File: config.mk
export PLATFORM = sky130hd
export DESIGN_NAME = disk_io_top
export DESIGN_NICKNAME = d
export VERILOG_FILES = /design/src/common/blk_pkg.sv /design/src/common/hdd_pkg.sv /design/src/disk_io/hdd_req_decode.sv /design/src/disk_io/hdd_xfer_exec.sv /design/src/disk_io/blk_route_result.sv /design/src/disk_io/disk_io_top.sv
export VERILOG_INCLUDE_DIRS = /design/src /design/src/common
export SDC_FILE = /design/constraint.sdc
export NUM_CORES = 1
export LEC_CHECK = 0
export BUFFER_PORTS_ARGS = -buffer_cell sky130_fd_sc_hd__buf_2
export CAP_MARGIN = 0
export CORE_AREA = 4 4 122 124
export DETAILED_ROUTE_END_ITERATION = 6
export DIE_AREA = 0 0 126 128
export GPL_TIMING_DRIVEN = 0
export HOLD_SLACK_MARGIN = 0.08
export PLACE_DENSITY_LB_ADDON = 0.15
export SLEW_MARGIN = 0
export SYNTH_ARGS = -nofsm -noshare
export SYNTH_HDL_FRONTEND = slang
export SYNTH_SLANG_ARGS = --single-unit
File: constraint.sdc
create_clock -name clk_sys -period 1.7 [get_ports clk_sys]
set_input_delay 0.17 -clock clk_sys [delete_from_list [all_inputs] [get_ports clk_sys]]
set_output_delay 0.17 -clock clk_sys [all_outputs]
set_load 0.02 [all_outputs]
File: src/common/disk_defines.svh
`ifndef DISK_DEFINES_SVH
`define DISK_DEFINES_SVH

// Hard-disk units served by the router
`define DISK_HDD_UNITS 2

// Block-device indices offered by the host
`define DISK_BLK_DEVS 4

// Index owned by the 3.5-inch floppy controller
`define DISK_WOZ_INDEX 2

// Field widths on the host side
`define DISK_LBA_W 32
`define DISK_BUF_ADDR_W 9
`define DISK_BYTE_W 8
`define DISK_SIZE_W 64

// Sector number width from the core
`define DISK_SECTOR_W 16

`endif

File: src/common/blk_pkg.sv
`default_nettype none

`include "disk_defines.svh"

// Types of the host block-device side
package blk_pkg;

	// Block address sent with each strobe
	typedef logic [`DISK_LBA_W-1:0] blk_lba_t;

	// Address inside one sector buffer
	typedef logic [`DISK_BUF_ADDR_W-1:0] blk_buf_addr_t;

	// One byte of sector-buffer data
	typedef logic [`DISK_BYTE_W-1:0] blk_byte_t;

	// One bit per host index
	typedef logic [`DISK_BLK_DEVS-1:0] blk_dev_mask_t;

	// Image size reported with a mount pulse
	typedef logic [`DISK_SIZE_W-1:0] blk_img_size_t;

endpackage

`default_nettype wire

File: src/common/hdd_pkg.sv
`default_nettype none

`include "disk_defines.svh"

// Types of the core's hard-disk request side
package hdd_pkg;

	typedef logic [`DISK_SECTOR_W-1:0] hdd_sector_t;

	// Unit number, one bit for two units
	typedef logic [$clog2(`DISK_HDD_UNITS)-1:0] hdd_unit_t;

	// Per-unit status bits
	typedef logic [`DISK_HDD_UNITS-1:0] hdd_unit_mask_t;

	// Transfer machine states
	typedef enum logic {xfer_idle, xfer_busy} hdd_xfer_state_t;

endpackage

`default_nettype wire

File: src/disk_io/hdd_req_decode.sv
`default_nettype none

// Request capture for the hard-disk units
// Strobes from the core are one cycle wide, so they are held here
// until the transfer machine reports the end of the host transfer
module hdd_req_decode (
	input wire clk_sys,
	input wire reset,

	// One-cycle request strobes from the core
	input wire hdd_read,
	input wire hdd_write,
	input wire hdd_pkg::hdd_unit_t hdd_unit,

	// Feedback from the transfer machine
	input wire xfer_busy,
	input wire xfer_done,

	output logic read_pending,
	output logic write_pending,
	output hdd_pkg::hdd_unit_t active_unit
);

	logic any_pending;
	logic new_request;
	logic latch_unit;

	assign any_pending = read_pending | write_pending;
	assign new_request = hdd_read | hdd_write;

	// Unit is taken only from the first request of a transfer
	assign latch_unit = new_request & ~xfer_busy & ~any_pending;

	always_ff @(posedge clk_sys) begin
		if (reset) begin
			read_pending <= 1'b0;
			write_pending <= 1'b0;
		end else if (xfer_done) begin
			// End of transfer wins over a strobe in the same cycle
			read_pending <= 1'b0;
			write_pending <= 1'b0;
		end else begin
			// Sticky flags, requests while busy accumulate here
			read_pending <= read_pending | hdd_read;
			write_pending <= write_pending | hdd_write;
		end
	end

	always_ff @(posedge clk_sys) begin
		if (reset) begin
			active_unit <= '0;
		end else if (latch_unit) begin
			active_unit <= hdd_unit;
		end
	end

endmodule

`default_nettype wire

File: src/disk_io/hdd_xfer_exec.sv
`default_nettype none

// Transfer machine for the hard-disk side
// Idle picks up the pending flags, busy follows the host acknowledge
module hdd_xfer_exec (
	input wire clk_sys,
	input wire reset,

	input wire read_pending,
	input wire write_pending,

	// Acknowledge of the active unit's index
	input wire active_ack,

	// Strobes before routing to an index
	output logic hd_rd,
	output logic hd_wr,

	// Holds the CPU for the whole transfer
	output logic cpu_wait,
	output logic xfer_busy,
	output logic xfer_done
);

	hdd_pkg::hdd_xfer_state_t state;

	// Previous acknowledge, for edge detection
	logic ack_d;
	logic ack_rise;
	logic ack_fall;

	assign ack_rise = ~ack_d & active_ack;
	assign ack_fall = ack_d & ~active_ack;

	assign xfer_busy = (state == hdd_pkg::xfer_busy);

	// Single-cycle pulse, clears the pending flags in the decoder
	assign xfer_done = xfer_busy & ack_fall;

	always_ff @(posedge clk_sys) begin
		if (reset) begin
			ack_d <= 1'b0;
		end else begin
			ack_d <= active_ack;
		end
	end

	always_ff @(posedge clk_sys) begin
		if (reset) begin
			state <= hdd_pkg::xfer_idle;
			hd_rd <= 1'b0;
			hd_wr <= 1'b0;
			cpu_wait <= 1'b0;
		end else begin
			case (state)
				hdd_pkg::xfer_idle: begin
					// Read and write pending together issue both strobes
					if (read_pending | write_pending) begin
						state <= hdd_pkg::xfer_busy;
						hd_rd <= read_pending;
						hd_wr <= write_pending;
						cpu_wait <= 1'b1;
					end
				end
				hdd_pkg::xfer_busy: begin
					if (ack_rise) begin
						// Host has taken the request
						hd_rd <= 1'b0;
						hd_wr <= 1'b0;
					end else if (ack_fall) begin
						state <= hdd_pkg::xfer_idle;
						cpu_wait <= 1'b0;
					end
				end
				default: state <= hdd_pkg::xfer_idle;
			endcase
		end
	end

endmodule

`default_nettype wire

File: src/disk_io/blk_route_result.sv
`default_nettype none

`include "disk_defines.svh"

// Routing between the core and the host indices, plus disk status
module blk_route_result (
	input wire clk_sys,
	input wire reset,

	// Hard-disk transfer
	input wire hdd_pkg::hdd_unit_t active_unit,
	input wire hd_rd,
	input wire hd_wr,
	input wire hdd_pkg::hdd_sector_t hdd_sector,

	// Floppy controller
	input wire blk_pkg::blk_lba_t woz_lba,
	input wire woz_rd,
	input wire woz_wr,

	// Host side
	input wire blk_pkg::blk_dev_mask_t sd_ack,
	input wire blk_pkg::blk_dev_mask_t img_mounted,
	input wire img_readonly,
	input wire blk_pkg::blk_img_size_t img_size,
	input wire sd_buff_wr,

	// Buffer read data
	input wire blk_pkg::blk_byte_t hdd_ram_do,
	input wire blk_pkg::blk_byte_t woz_buff_din,

	output logic active_ack,
	output blk_pkg::blk_dev_mask_t sd_rd,
	output blk_pkg::blk_dev_mask_t sd_wr,
	output blk_pkg::blk_lba_t sd_lba0,
	output blk_pkg::blk_lba_t sd_lba1,
	output blk_pkg::blk_lba_t sd_lba2,
	output blk_pkg::blk_lba_t sd_lba3,
	output blk_pkg::blk_byte_t sd_buff_din0,
	output blk_pkg::blk_byte_t sd_buff_din1,
	output blk_pkg::blk_byte_t sd_buff_din2,
	output blk_pkg::blk_byte_t sd_buff_din3,
	output logic hdd_ram_we,
	output hdd_pkg::hdd_unit_mask_t hdd_mounted,
	output hdd_pkg::hdd_unit_mask_t hdd_protect,
	output logic woz_mount
);

	blk_pkg::blk_lba_t lba_sel [`DISK_BLK_DEVS];
	blk_pkg::blk_byte_t din_sel [`DISK_BLK_DEVS];
	logic woz_mounted_d;
	logic img_present;

	// Acknowledge of the unit being served
	assign active_ack = sd_ack[active_unit];

	// Host buffer writes reach the disk RAM only during our transfer
	assign hdd_ram_we = sd_buff_wr & active_ack;

	assign img_present = (img_size != '0);

	always_comb begin
		for (int i = 0; i < `DISK_BLK_DEVS; i++) begin
			if (i < `DISK_HDD_UNITS) begin
				// Units share sector and RAM, only the strobe is steered
				sd_rd[i] = hd_rd & (int'(active_unit) == i);
				sd_wr[i] = hd_wr & (int'(active_unit) == i);
				lba_sel[i] = blk_pkg::blk_lba_t'(hdd_sector);
				din_sel[i] = hdd_ram_do;
			end else if (i == `DISK_WOZ_INDEX) begin
				sd_rd[i] = woz_rd;
				sd_wr[i] = woz_wr;
				lba_sel[i] = woz_lba;
				din_sel[i] = woz_buff_din;
			end else begin
				// Spare index stays quiet
				sd_rd[i] = 1'b0;
				sd_wr[i] = 1'b0;
				lba_sel[i] = '0;
				din_sel[i] = '0;
			end
		end
	end

	assign sd_lba0 = lba_sel[0];
	assign sd_lba1 = lba_sel[1];
	assign sd_lba2 = lba_sel[2];
	assign sd_lba3 = lba_sel[3];
	assign sd_buff_din0 = din_sel[0];
	assign sd_buff_din1 = din_sel[1];
	assign sd_buff_din2 = din_sel[2];
	assign sd_buff_din3 = din_sel[3];

	// Unit status follows every mount pulse on its index
	always_ff @(posedge clk_sys) begin
		if (reset) begin
			hdd_mounted <= '0;
			hdd_protect <= '0;
		end else begin
			for (int u = 0; u < `DISK_HDD_UNITS; u++) begin
				if (img_mounted[u]) begin
					hdd_mounted[u] <= img_present;
					hdd_protect[u] <= img_readonly;
				end
			end
		end
	end

	// Floppy mount level from the rising edge of its pulse
	always_ff @(posedge clk_sys) begin
		if (reset) begin
			woz_mounted_d <= 1'b0;
			woz_mount <= 1'b0;
		end else begin
			woz_mounted_d <= img_mounted[`DISK_WOZ_INDEX];
			if (~woz_mounted_d & img_mounted[`DISK_WOZ_INDEX])
				woz_mount <= img_present;
		end
	end

endmodule

`default_nettype wire

File: src/disk_io/disk_io_top.sv
`default_nettype none

// Virtual-disk request router, between the core and the host service
module disk_io_top (
	input wire clk_sys,
	input wire reset,

	// Core hard-disk requests
	input wire hdd_read,
	input wire hdd_write,
	input wire hdd_pkg::hdd_unit_t hdd_unit,
	input wire hdd_pkg::hdd_sector_t hdd_sector,
	output logic cpu_wait,

	// Floppy controller
	input wire blk_pkg::blk_lba_t woz_lba,
	input wire woz_rd,
	input wire woz_wr,
	input wire blk_pkg::blk_byte_t woz_buff_din,
	output logic woz_mount,

	// Host block-device service
	input wire blk_pkg::blk_dev_mask_t sd_ack,
	input wire blk_pkg::blk_dev_mask_t img_mounted,
	input wire img_readonly,
	input wire blk_pkg::blk_img_size_t img_size,
	input wire sd_buff_wr,
	output blk_pkg::blk_dev_mask_t sd_rd,
	output blk_pkg::blk_dev_mask_t sd_wr,
	output blk_pkg::blk_lba_t sd_lba0,
	output blk_pkg::blk_lba_t sd_lba1,
	output blk_pkg::blk_lba_t sd_lba2,
	output blk_pkg::blk_lba_t sd_lba3,
	output blk_pkg::blk_byte_t sd_buff_din0,
	output blk_pkg::blk_byte_t sd_buff_din1,
	output blk_pkg::blk_byte_t sd_buff_din2,
	output blk_pkg::blk_byte_t sd_buff_din3,

	// Hard-disk sector RAM and status
	input wire blk_pkg::blk_byte_t hdd_ram_do,
	output logic hdd_ram_we,
	output hdd_pkg::hdd_unit_mask_t hdd_mounted,
	output hdd_pkg::hdd_unit_mask_t hdd_protect
);

	logic read_pending;
	logic write_pending;
	hdd_pkg::hdd_unit_t active_unit;
	logic xfer_busy;
	logic xfer_done;
	logic active_ack;
	logic hd_rd;
	logic hd_wr;

	// Decode, latches requests and the unit
	hdd_req_decode u_decode (
		.clk_sys(clk_sys),
		.reset(reset),
		.hdd_read(hdd_read),
		.hdd_write(hdd_write),
		.hdd_unit(hdd_unit),
		.xfer_busy(xfer_busy),
		.xfer_done(xfer_done),
		.read_pending(read_pending),
		.write_pending(write_pending),
		.active_unit(active_unit)
	);

	// Execute, runs the acknowledge handshake
	hdd_xfer_exec u_exec (
		.clk_sys(clk_sys),
		.reset(reset),
		.read_pending(read_pending),
		.write_pending(write_pending),
		.active_ack(active_ack),
		.hd_rd(hd_rd),
		.hd_wr(hd_wr),
		.cpu_wait(cpu_wait),
		.xfer_busy(xfer_busy),
		.xfer_done(xfer_done)
	);

	// Result, index routing and status
	blk_route_result u_result (
		.clk_sys(clk_sys),
		.reset(reset),
		.active_unit(active_unit),
		.hd_rd(hd_rd),
		.hd_wr(hd_wr),
		.hdd_sector(hdd_sector),
		.woz_lba(woz_lba),
		.woz_rd(woz_rd),
		.woz_wr(woz_wr),
		.sd_ack(sd_ack),
		.img_mounted(img_mounted),
		.img_readonly(img_readonly),
		.img_size(img_size),
		.sd_buff_wr(sd_buff_wr),
		.hdd_ram_do(hdd_ram_do),
		.woz_buff_din(woz_buff_din),
		.active_ack(active_ack),
		.sd_rd(sd_rd),
		.sd_wr(sd_wr),
		.sd_lba0(sd_lba0),
		.sd_lba1(sd_lba1),
		.sd_lba2(sd_lba2),
		.sd_lba3(sd_lba3),
		.sd_buff_din0(sd_buff_din0),
		.sd_buff_din1(sd_buff_din1),
		.sd_buff_din2(sd_buff_din2),
		.sd_buff_din3(sd_buff_din3),
		.hdd_ram_we(hdd_ram_we),
		.hdd_mounted(hdd_mounted),
		.hdd_protect(hdd_protect),
		.woz_mount(woz_mount)
	);

endmodule

`default_nettype wire

==> impl_metrics.csv <==
group,metric,value,unit
final_layout,n_antenna_cell,0,
pwr,vdd_ir_drop_max,0.347,mV
pwr,powerDensity,519,nW/um^2
global_route,grt_pass1_vias,1924,
critical_path,crit_path_end_kind,"output port",
cts,clkSlewWorstSetupHoldPaths,0.05,ns
place,post-dp-hpwl,6680,um
hold_path,hold_class,"input pin to flip-flop",
final_layout,final_layout_size_suffix_gt1_frac,0.705,
global_route,antenna_found_initial,0,
cts,cts_root_buf,"clkbuf_16",
cts,clk_latency,0.24,ns
synthesis,ys_ff_latch,14,
synthesis,synth_cell_types,18,
drt,drt-wirelength-per-cell,10.4,um
sta,setup_viol,0,
global_route,grt_max_degree,11,
critical_path,crit_type,"flip-flop to output port",
sta,finalCritPeriodShare,0.843,
final_layout,instances_no_fill,671,
drt,drt-initial-drc-count,22,
cts,cts-resized-gates,0,
critical_path,worstPathMaxFanout,6,
place,portBuffers,176,
synthesis,yosysWarningCount,0,
sta,skew,0.000575,ns
drt,drt_wl_total,6980,um
place,gp_congestion,0.834,
drt,via_count,2069,
sta,fin_crit,1.43,ns
floorplan,dieHeight,128,um
job,maxCapViolCount,0,
drt,viasPerCell,3.08,
floorplan,rows,43,
cts,hold_buffers,0,
synthesis,syn_area,1890,um^2
synthesis,seq_area_frac_synth,0.148,
critical_path,cp.arrival,1.26,ns
sta,setup_tns,0,ns
floorplan,chipWidth,126,um
global_route,grt_overflow_total,0,
final_layout,area_delta_synth_final,77.8,%
cts,tritoncts,"built",
cts,htree_num_levels,1,
cts,post-cts-setup-buffers,0,
sta,fmaxAchievable,698,MHz
floorplan,fp.coreArea,13800,um^2
floorplan,die_area,16100,um^2
global_route,grt_pass1_wl,9420,um
final_layout,reg_top3,"u_result.hdd_mounted (2), u_result.hdd_protect (2)",
cts,cts.sinks,14,
drt,firstDrtPassIters,4,
final_layout,regArea,280,um^2
sta,rsz0062_at_grt,"false",
floorplan,io-pin-count,320,
global_route,gr-usage-all-layers,0.0720,
final_layout,multi_input_area,647,um^2
cts,clockBufferDepth,2,
critical_path,required,1.53,ns
synthesis,synth_cells,238,
place,dpl.cell_count,667,
sta,finalHoldViolCount,0,
final_layout,fill_cells,1576,
final_layout,nets,637,
critical_path,cp-start-kind,"flip-flop",
sta,slew_violations,0,
status,status,"finished, final reports clean",
drt,drcViolationCount,0,
pwr,cellLeakagePower,0.00204,uW
cts,cts_made_buffers,3,
floorplan,initial_core_util,0.137,
drt,postRouteAntennaNets,0,
synthesis,avgSynthCellArea,7.93,um^2
[power by group]
part	total [uW]	switching [uW]	leakage (uW)	internal, uW
sequential	372	17.5	0.000116	355
combinational	884	466	0.00188	418
clock	486	130	0.0000442	356
[synth_stat cells]
library cell	number	area share
buf_4	164	0.65
nor4_1	15	0.050
dfxtp_1	14	0.15
nor2_1	9	0.018
nor2b_1	6	0.020
mux2i_1	4	0.021
nand4_1	4	0.013
o21a_1	4	0.016
a211oi_1	3	0.012
o21ai_0	3	0.0079
a21oi_1	2	0.0053
and2_1	2	0.0066
nand2b_1	2	0.0066
nor4_2	2	0.013
a31oi_1	1	0.0033
clkbuf_1	1	0.0020
conb_1	1	0.0020
nor3_1	1	0.0026
[layout by cell type (no fill, tap or decap), types with 4 or more instances in the layout]
cell type  instances
buf_2            176
buf_4            164
conb_1            74
nor4_1            15
dfxtp_1           14
nor2_1             9
nor2b_1            6
mux2i_1            4
o21a_1             4
nand4_1            4
[through the flow]
| stage | power, uW | util | hold WS, ns | instance area [um^2] | worst slack (ns) |
|---|---|---|---|---|---|
| 6_report | 1740 | 0.244 | 0.151 | 3360 | 0.267 |
| 5_1_grt | 1840 | 0.244 | 0.152 | 3360 | 0.129 |
| 4_1_cts | 1750 | 0.244 | 0.146 | 3360 | 0.235 |
| 3_5_place_dp | 1250 | 0.237 | 0.400 | 3270 | 0.00514 |
| 3_3_place_gp | 1250 | 0.237 | 0.396 | 3270 | 0.0209 |
| 2_1_floorplan | 1030 | - | 0.266 | 2160 | 0.574 |
[worst max-delay path, cell delays in order (launching register included)]
cell and delay [ns]:
dfxtp_1 0.41, mux2i_1 0.37, nor2b_1 0.08, buf_2 0.17
[worst paths after layout]
| check | from | slack, ns | depth (start not counted) | endpoint |
|---|---|---|---|---|
| hold / removal | img_mounted[0] | 0.15 | 2 | u_result.hdd_mounted[0] |
| hold reg to reg | u_exec.cpu_wait | 0.46 | 1 | u_exec.cpu_wait |
| setup / recovery | u_decode.active_unit | 0.27 | 3 | hdd_ram_we |
| setup reg to reg | u_decode.active_unit | 0.39 | 3 | u_exec.xfer_busy |
[cell families after synthesis]
logic type	Yosys count	synth area share
AOI/OAI and AO/OA	13	0.0444
buffers and inverters	165	0.654
DFF	14	0.148
muxes	4	0.0212
other	1	0.00199
and+or+nand+nor	41	0.130
[layer usage]
layer	vias to the layer above	track usage	routed length (um)
li1	1045	-	-
met1	857	0.0633	2040
met2	165	0.157	4040
met3	2	0.0267	873
met4	0	0.00568	24
met5	-	0	0
[area by class of cell]
class / instances / area share
Sequential cell: 14 / 0.0835
Multi-Input combinational cell: 132 / 0.193
Buffer: 165 / 0.368
Clock buffer: 4 / 0.0265
Tap cell: 180 / 0.0671
Timing Repair Buffer: 176 / 0.262
Power figures use the tool's default switching activity.
